==> src/dot_pkg.sv <==
//==============================
// Dot-product engine widths, depths,
// pipeline latency and register map
//==============================

package dot_pkg;

   // Data and bus widths
   localparam int DATA_W = 16;
   localparam int BUS_W  = 32;
   localparam int ADR_W  = 4;

   // Operand count and its index width
   localparam int N_OPS    = 8;
   localparam int OP_IDX_W = 3;

   // Pipeline depth, valid_in to valid_out
   localparam int LATENCY = 4;

   // Result queue sizing
   localparam int FIFO_DEPTH = 4;
   localparam int CNT_W      = 3;
   localparam int PTR_W      = 2;
   localparam logic [CNT_W-1:0] DEPTH_CNT = CNT_W'(FIFO_DEPTH);

   //==============================
   // Register map (word addresses)
   //==============================
   localparam logic [ADR_W-1:0] ADR_OP0     = 4'd0;
   localparam logic [ADR_W-1:0] ADR_OP_LAST = 4'd7;
   localparam logic [ADR_W-1:0] ADR_CTRL    = 4'd8;
   localparam logic [ADR_W-1:0] ADR_STATUS  = 4'd9;
   localparam logic [ADR_W-1:0] ADR_RESULT  = 4'd10;

   // STATUS bit positions
   localparam int STAT_AVAIL   = 0;
   localparam int STAT_FULL    = 1;
   localparam int STAT_OVF     = 2;
   localparam int STAT_CNT_LSB = 4;

endpackage
==> src/dot_engine_top.sv <==
//==============================
// Dot-product engine top level
//==============================

`timescale 1ns/10ps

module dot_engine_top (
   input  logic                      clk,
   input  logic                      rst,
   input  logic                      wb_cyc,
   input  logic                      wb_stb,
   input  logic                      wb_we,
   input  logic [dot_pkg::ADR_W-1:0] wb_adr,
   input  logic [dot_pkg::BUS_W-1:0] wb_dat_w,
   output logic [dot_pkg::BUS_W-1:0] wb_dat_r,
   output logic                      wb_ack
);

   // Operands from the register file
   logic [dot_pkg::DATA_W-1:0] op0, op1, op2, op3;
   logic [dot_pkg::DATA_W-1:0] op4, op5, op6, op7;
   logic                       launch;
   // Pipeline output into the queue
   logic [dot_pkg::DATA_W-1:0] result;
   logic                       result_valid;
   // Queue state back to the register block
   logic                       pop;
   logic [dot_pkg::DATA_W-1:0] head;
   logic [dot_pkg::CNT_W-1:0]  count;
   logic                       empty;
   logic                       full;

   dot_regs u_regs (
      .clk, .rst,
      .wb_cyc, .wb_stb, .wb_we, .wb_adr, .wb_dat_w, .wb_dat_r, .wb_ack,
      .op0, .op1, .op2, .op3, .op4, .op5, .op6, .op7,
      .launch, .result_valid,
      .pop, .head, .count, .empty, .full
   );

   // Launch doubles as the pipeline's valid_in
   mac_pipeline u_pipe (
      .clk, .rst,
      .op0, .op1, .op2, .op3, .op4, .op5, .op6, .op7,
      .valid_in  (launch),
      .result    (result),
      .valid_out (result_valid)
   );

   result_fifo u_fifo (
      .clk, .rst,
      .push      (result_valid),
      .push_data (result),
      .pop, .head, .count, .empty, .full
   );

endmodule

==> src/dot_regs.sv <==
//==============================
// Wishbone register block with start
// credit check and result pop
//==============================

`timescale 1ns/10ps

module dot_regs (
   input  logic                       clk,
   input  logic                       rst,
   // Wishbone classic slave
   input  logic                       wb_cyc,
   input  logic                       wb_stb,
   input  logic                       wb_we,
   input  logic [dot_pkg::ADR_W-1:0]  wb_adr,
   input  logic [dot_pkg::BUS_W-1:0]  wb_dat_w,
   output logic [dot_pkg::BUS_W-1:0]  wb_dat_r,
   output logic                       wb_ack,
   // Operands and start to the pipeline
   output logic [dot_pkg::DATA_W-1:0] op0,
   output logic [dot_pkg::DATA_W-1:0] op1,
   output logic [dot_pkg::DATA_W-1:0] op2,
   output logic [dot_pkg::DATA_W-1:0] op3,
   output logic [dot_pkg::DATA_W-1:0] op4,
   output logic [dot_pkg::DATA_W-1:0] op5,
   output logic [dot_pkg::DATA_W-1:0] op6,
   output logic [dot_pkg::DATA_W-1:0] op7,
   output logic                       launch,
   input  logic                       result_valid,
   // Queue side
   output logic                       pop,
   input  logic [dot_pkg::DATA_W-1:0] head,
   input  logic [dot_pkg::CNT_W-1:0]  count,
   input  logic                       empty,
   input  logic                       full
);

   logic                          ack_r;
   logic [dot_pkg::DATA_W-1:0]    ops_r [dot_pkg::N_OPS];
   logic [dot_pkg::CNT_W-1:0]     in_flight;
   logic                          overflow_r;
   logic                          wr_cyc;
   logic                          rd_cyc;
   logic                          op_hit;
   logic [dot_pkg::ADR_W-1:0]     op_off;
   logic [dot_pkg::OP_IDX_W-1:0]  op_idx;
   // One extra bit, in-flight plus queued can reach twice the depth
   logic [dot_pkg::CNT_W:0]       pending;
   logic                          credit_ok;
   logic                          start_req;

   //==============================
   // Bus decode
   //==============================

   // Ack one cycle after the request, single pulse
   always_ff @(posedge clk or posedge rst) begin
      if (rst) begin
         ack_r <= 1'b0;
      end else begin
         ack_r <= wb_cyc & wb_stb & ~ack_r;
      end
   end

   // Accesses act in the ack cycle
   assign wr_cyc = ack_r & wb_we;
   assign rd_cyc = ack_r & ~wb_we;
   assign op_hit = (wb_adr >= dot_pkg::ADR_OP0) && (wb_adr <= dot_pkg::ADR_OP_LAST);
   assign op_off = wb_adr - dot_pkg::ADR_OP0;
   assign op_idx = op_off[dot_pkg::OP_IDX_W-1:0];

   // Start is refused once every queue slot is spoken for
   assign pending   = {1'b0, in_flight} + {1'b0, count};
   assign credit_ok = (pending < {1'b0, dot_pkg::DEPTH_CNT});
   assign start_req = wr_cyc & (wb_adr == dot_pkg::ADR_CTRL);
   assign launch    = start_req & credit_ok;
   // Empty queue is never popped
   assign pop       = rd_cyc & (wb_adr == dot_pkg::ADR_RESULT) & ~empty;

   //==============================
   // Registers
   //==============================
   always_ff @(posedge clk or posedge rst) begin
      if (rst) begin
         for (int i = 0; i < dot_pkg::N_OPS; i++) begin
            ops_r[i] <= '0;
         end
         in_flight  <= '0;
         overflow_r <= 1'b0;
      end else begin
         if (wr_cyc && op_hit) begin
            ops_r[op_idx] <= wb_dat_w[dot_pkg::DATA_W-1:0];
         end
         // Jobs between launch and queue push
         case ({launch, result_valid})
            2'b10:   in_flight <= in_flight + 1'b1;
            2'b01:   in_flight <= in_flight - 1'b1;
            default: in_flight <= in_flight;
         endcase
         // Sticky until software clears it through STATUS
         if (start_req && !credit_ok) begin
            overflow_r <= 1'b1;
         end else if (wr_cyc && (wb_adr == dot_pkg::ADR_STATUS) &&
                      wb_dat_w[dot_pkg::STAT_OVF]) begin
            overflow_r <= 1'b0;
         end
      end
   end

   // Read mux, upper bus bits stay zero
   always_comb begin
      wb_dat_r = '0;
      if (op_hit) begin
         wb_dat_r[dot_pkg::DATA_W-1:0] = ops_r[op_idx];
      end else if (wb_adr == dot_pkg::ADR_STATUS) begin
         wb_dat_r[dot_pkg::STAT_AVAIL] = ~empty;
         wb_dat_r[dot_pkg::STAT_FULL]  = full;
         wb_dat_r[dot_pkg::STAT_OVF]   = overflow_r;
         wb_dat_r[dot_pkg::STAT_CNT_LSB +: dot_pkg::CNT_W] = count;
      end else if (wb_adr == dot_pkg::ADR_RESULT && !empty) begin
         wb_dat_r[dot_pkg::DATA_W-1:0] = head;
      end
   end

   assign wb_ack = ack_r;

   // Loose operand ports
   assign op0 = ops_r[0];
   assign op1 = ops_r[1];
   assign op2 = ops_r[2];
   assign op3 = ops_r[3];
   assign op4 = ops_r[4];
   assign op5 = ops_r[5];
   assign op6 = ops_r[6];
   assign op7 = ops_r[7];

endmodule

==> src/result_fifo.sv <==
//==============================
// Result queue, circular buffer
// with occupancy count
//==============================

`timescale 1ns/10ps

module result_fifo (
   input  logic                       clk,
   input  logic                       rst,
   input  logic                       push,
   input  logic [dot_pkg::DATA_W-1:0] push_data,
   input  logic                       pop,
   output logic [dot_pkg::DATA_W-1:0] head,
   output logic [dot_pkg::CNT_W-1:0]  count,
   output logic                       empty,
   output logic                       full
);

   logic [dot_pkg::DATA_W-1:0] mem [dot_pkg::FIFO_DEPTH];
   logic [dot_pkg::PTR_W-1:0]  wr_ptr;
   logic [dot_pkg::PTR_W-1:0]  rd_ptr;
   logic [dot_pkg::CNT_W-1:0]  count_r;
   logic                       do_push;
   logic                       do_pop;

   // Pop on empty is dropped
   assign do_pop  = pop & ~empty;
   // A full queue still takes a push when the head leaves
   assign do_push = push & (~full | do_pop);

   // Storage, written at the tail
   always_ff @(posedge clk) begin
      if (do_push) begin
         mem[wr_ptr] <= push_data;
      end
   end

   // Pointers wrap naturally, depth is a power of two
   always_ff @(posedge clk or posedge rst) begin
      if (rst) begin
         wr_ptr  <= '0;
         rd_ptr  <= '0;
         count_r <= '0;
      end else begin
         if (do_push) wr_ptr <= wr_ptr + 1'b1;
         if (do_pop) rd_ptr <= rd_ptr + 1'b1;
         // Push and pop together leave count alone
         case ({do_push, do_pop})
            2'b10:   count_r <= count_r + 1'b1;
            2'b01:   count_r <= count_r - 1'b1;
            default: count_r <= count_r;
         endcase
      end
   end

   assign head  = mem[rd_ptr];
   assign count = count_r;
   assign empty = (count_r == '0);
   assign full  = (count_r == dot_pkg::DEPTH_CNT);

endmodule

==> src/mac_pipeline.sv <==
//==============================
// Four-stage multiply and adder-tree
// pipeline with valid delay line
//==============================

`timescale 1ns/10ps

module mac_pipeline (
   input  logic                      clk,
   input  logic                      rst,
   input  logic [dot_pkg::DATA_W-1:0] op0,
   input  logic [dot_pkg::DATA_W-1:0] op1,
   input  logic [dot_pkg::DATA_W-1:0] op2,
   input  logic [dot_pkg::DATA_W-1:0] op3,
   input  logic [dot_pkg::DATA_W-1:0] op4,
   input  logic [dot_pkg::DATA_W-1:0] op5,
   input  logic [dot_pkg::DATA_W-1:0] op6,
   input  logic [dot_pkg::DATA_W-1:0] op7,
   input  logic                      valid_in,
   output logic [dot_pkg::DATA_W-1:0] result,
   output logic                      valid_out
);

   // Loose operand ports gathered for indexed access
   logic [dot_pkg::DATA_W-1:0]   ops_in [dot_pkg::N_OPS];
   logic [dot_pkg::DATA_W-1:0]   in_r   [dot_pkg::N_OPS];
   // Full-width products before truncation
   logic [2*dot_pkg::DATA_W-1:0] prod   [4];
   logic [dot_pkg::DATA_W-1:0]   mult_r [4];
   logic [dot_pkg::DATA_W-1:0]   add_r  [2];
   logic [dot_pkg::DATA_W-1:0]   sum_r;
   // One bit per stage so each in-flight job is tracked on its own
   logic [dot_pkg::LATENCY-1:0]  valid_sr;

   assign ops_in[0] = op0;
   assign ops_in[1] = op1;
   assign ops_in[2] = op2;
   assign ops_in[3] = op3;
   assign ops_in[4] = op4;
   assign ops_in[5] = op5;
   assign ops_in[6] = op6;
   assign ops_in[7] = op7;

   // Pair products before the wrap to DATA_W bits
   always_comb begin
      for (int i = 0; i < 4; i++) begin
         prod[i] = in_r[2*i] * in_r[2*i+1];
      end
   end

   // Datapath stages
   always_ff @(posedge clk) begin
      // Stage 1 captures the operands
      for (int i = 0; i < dot_pkg::N_OPS; i++) begin
         in_r[i] <= ops_in[i];
      end
      // Stage 2 multiplies and wraps mod 2^16
      for (int i = 0; i < 4; i++) begin
         mult_r[i] <= prod[i][dot_pkg::DATA_W-1:0];
      end
      // Stage 3 is the first adder level
      add_r[0] <= mult_r[0] + mult_r[1];
      add_r[1] <= mult_r[2] + mult_r[3];
      // Stage 4 holds the final sum
      sum_r <= add_r[0] + add_r[1];
   end

   // Valid shift register with one bit per datapath stage
   always_ff @(posedge clk or posedge rst) begin
      if (rst) begin
         valid_sr <= '0;
      end else begin
         valid_sr <= {valid_sr[dot_pkg::LATENCY-2:0], valid_in};
      end
   end

   assign result    = sum_r;
   assign valid_out = valid_sr[dot_pkg::LATENCY-1];

endmodule

==> config.mk <==
export PLATFORM = sky130hd
export DESIGN_NAME = dot_engine_top
export DESIGN_NICKNAME = d
export VERILOG_FILES = /design/src/dot_pkg.sv /design/src/dot_engine_top.sv /design/src/dot_regs.sv /design/src/result_fifo.sv /design/src/mac_pipeline.sv
export SDC_FILE = /design/constraint.sdc
export NUM_CORES = 2
export LEC_CHECK = 0
export ABC_AREA = 1
export BUFFER_PORTS_ARGS = -buffer_cell sky130_fd_sc_hd__buf_2
export CELL_PAD_IN_SITES_DETAIL_PLACEMENT = 0
export CELL_PAD_IN_SITES_GLOBAL_PLACEMENT = 2
export CORE_ASPECT_RATIO = 1.1
export CORE_UTILIZATION = 40
export CTS_BUF_LIST = sky130_fd_sc_hd__clkbuf_16
export CTS_CLUSTER_DIAMETER = 200
export DETAILED_ROUTE_END_ITERATION = 7
export PLACE_DENSITY_LB_ADDON = 0.3
export REMOVE_ABC_BUFFERS = 1
export SKIP_CTS_REPAIR_TIMING = 1
export SLEW_MARGIN = 10
export SYNTH_ARGS = -nofsm -noshare
export SYNTH_HDL_FRONTEND = slang
export SYNTH_SLANG_ARGS = --single-unit
==> constraint.sdc <==
create_clock -name clk -period 12.45 [get_ports clk]
set_input_delay 1.8675 -clock clk [delete_from_list [all_inputs] [get_ports clk]]
set_output_delay 1.8675 -clock clk [all_outputs]
set_load 0.02 [all_outputs]
==> results.txt <==
Status -> complete, no violations
Multi-input logic area -> 18600 um2
Grt ovf -> 0
Design internal power -> 0.00301 W
H-tree Lvls -> 2
Fin. max-slew vios -> 0
Flops & latches, synth -> 448
Mapped Cells -> 4005
Worst Hold Class -> reg2reg
Slew headroom -> 18.8%
DR pass1 iterations -> 5
Drt drc -> 0
Clock-pin slew on the worst setup and hold paths -> 0.06 ns
Final core occ -> 44.0%
Hold WS -> 0.344 ns
Clock latency on the worst-skew pair -> 0.58 ns
Switch Pwr -> 0.00163 W
Final Total Pwr -> 0.00464 W
FF+latch area -> 10300 um2
Final #Nets -> 4590
Die W -> 275 um
Die footprint -> 83300 um2
Top cell type's share of synthesized area -> 19.8%
RSZ-0062 raised after global routing -> false
CTS tree -> done
Synth area leaders -> fa_1 (20%), dfxtp_1 (15%), nand2_1 (12%)
Initial DRC Count -> 1420
Worst path arrival time -> 4.65 ns
Via Count -> 24244
Finished Cell Area -> 35600 um2
CP max FO -> 34
Mean Syn Cell Area -> 8.20 um2
Post-DP HPWL -> 68.8 mm
Switching Share -> 35.0%
Count leader, synth -> nand2_1
Syn-to-layout area delta -> 8.28%
Initial Util -> 40.6%
Final ANT Viol Nets -> 0
Highest clock rate -> 154 MHz
CTS root buffer -> clkbuf_16
Fin crit share -> 52.3%
Post-layout min period -> 6.51 ns
Clock power frac -> 32.2%
DRT Wirelength -> 89.9 mm
CTS buffer count -> 46
Avg WL per Cell -> 17.7 um
Reg-to-reg slack, setup -> 6.74 ns
Initial antenna violation count -> 1
CORE AREA -> 80900 um2
Worst-margin pin slew -> 1.21 ns
CP endpoint kind -> output port
Prevailing post-synth register cell -> dfxtp_1
Die height -> 303 um
Yosys warning count -> 0
Crit path capture -> wb_dat_r[10]
Setup TNS -> 0 ns
Seq pwr share -> 44.0%
Req. time, crit path -> 10.58 ns
Hold Path Cell Cnt -> 0
Max Clock Skew -> 0.0134 ns
Crit path kind -> in2out
Post-synth ARST share -> 32.1%
# IOs -> 74
Avg Vias per Cell -> 4.78
Gpl congestion -> 0.831
Worst Reg-to-Reg Cells -> 17
Power Dens Cells -> 130 nW/um2
Final setup viols -> 0
Vias in the first global route -> 24836
P_leak -> 19.3 nW
Post-synth EDFFs -> 64
Placed inst area -> 34000 um2
First-pass GRT wire length -> 142 mm
List of most frequent post-synthesis cells -> nand2_1 (1062), inv_1 (893), fa_1 (325)
Largest area contributor in the netlist -> fa_1
Worst r2r src -> u_pipe.in_r[0][50]$_DFF_P_
Share of layout cells above drive strength 1 -> 3.49%
Comb power frac -> 23.8%
Site row count -> 109
Clock sink count -> 448
Gr usage total -> 22.4%
Largest net degree at the start of global routing -> 76
Mapped Area -> 32900 um2
Final hold violations -> 0
Max-cap violation count -> 0
Synth cell types -> 49
Setup crit start kind -> input pin
Critical Path Source -> wb_adr[0]
Seq/Total Area, Yosys -> 31.4%
Port bufs -> 41
Worst vdd ir -> 97.6 uV
R2R Path End -> u_pipe.mult_r[1][13]$_DFF_P_
Layout filler cell count -> 8223
Bufs on Longest Clock Path -> 3
## through the flow
step           setup WS (ns)  instances
6_report                5.94       5070
5_1_grt                 5.73       5067
4_1_cts                 5.95       5067
3_5_place_dp            5.96       4982
3_3_place_gp            5.99       4982
2_1_floorplan           6.70       3868
## power groups by stage
| stage | combinational, W | sequential [W] | clock [W] |
|---|---|---|---|
| after CTS | 0.00113 | 0.00205 | 0.00152 |
| after detailed placement | 0.00112 | 0.00207 | 0 |
| after global placement | 0.00112 | 0.00207 | 0 |
| after floorplan | 0.000780 | 0.00190 | 0 |
| after global routing | 0.00127 | 0.00207 | 0.00158 |
| final | 0.00110 | 0.00204 | 0.00149 |
## kinds of logic (layout without fill, tap and decap cells)
logic type	count (synthesis)	count (layout)	synth area share (%)
fa+ha+maj	573	573	29.2
compound gates	462	462	7.68
xor+xnor	115	115	3.07
simple gates	1358	1358	16.4
flops	448	448	31.4
other cells	1	19	0.0114
buf+inv	1048	1041	12.2
## cell usage in the layout, fill, tap and decap left out, drive strengths merged, types with 10 or more instances in the layout
master  count
nand2    1064
inv       905
fa        325
o21ai     250
ha        248
dfxtp     240
dfrtp     144
nor2      134
a21oi     123
nand3     121
xor2       84
edfxtp     64
buf        60
clkbuf     48
xnor2      31
o22ai      26
clkinv     18
nor3       17
conb       16
nand3b     12
o211ai     10
a211oi     10
## worst max-delay path: stages
cell	delay [ns]
buf_2	0.14
clkinv_1	0.52
buf_4	0.47
o21ai_0	0.18
o22ai_1	0.13
a2111oi_1	0.93
o21ai_0	0.18
buf_2	0.21
## flip-flops by register name, indices dropped and copies added (netlist names)
register	cells
u_regs.op0	16
u_fifo.count	3
u_regs.in_flight	3
u_fifo.wr_ptr	2
u_pipe.in_r	128
u_regs.op1	16
u_fifo.mem	64
u_fifo.rd_ptr	2
u_regs.op4	16
u_pipe.mult_r	64
u_regs.op2	16
u_regs.op7	16
u_pipe.valid_sr	4
u_pipe.result	16
u_pipe.add_r	32
u_regs.op6	16
u_regs.overflow_r	1
u_regs.op3	16
u_regs.op5	16
u_regs.wb_ack	1
## cell type report
class                      instances  share of cell area (%)
antenna                            3                  0.0211
clock buffer                      48                    3.38
timing repair buffer              60                   0.978
tap                             1054                    3.71
sequential                       448                    29.0
clock inverter                    37                    1.18
multi-input combinational       2524                    52.2
inverter                         896                    9.47
## how the worst min path moves through the flow
| stage | start | to | slack [ns] |
|---|---|---|---|
| 5_1_grt | u_pipe.valid_sr[0]$_DFF_PP0_ | u_pipe.valid_sr[1]$_DFF_PP0_ | 0.35 |
| 4_1_cts | u_pipe.valid_sr[0]$_DFF_PP0_ | u_pipe.valid_sr[1]$_DFF_PP0_ | 0.35 |
| 3_3_place_gp | u_pipe.valid_sr[2]$_DFF_PP0_ | u_pipe.valid_sr[3]$_DFF_PP0_ | 0.33 |
| 3_5_place_dp | u_pipe.valid_sr[0]$_DFF_PP0_ | u_pipe.valid_sr[1]$_DFF_PP0_ | 0.33 |
| 2_1_floorplan | u_pipe.valid_sr[0]$_DFF_PP0_ | u_pipe.valid_sr[1]$_DFF_PP0_ | 0.33 |
| 6_report | u_pipe.valid_sr[0]$_DFF_PP0_ | u_pipe.valid_sr[1]$_DFF_PP0_ | 0.34 |
## per-layer routing
metal	global-route usage [%]	vias up	share of wire, %
li1	-	12035	-
met1	29.9	11741	45
met2	39.2	365	49
met3	1.91	103	3.0
met4	5.30	0	2.4
met5	0	-	0
Power figures use the tool's default switching activity.
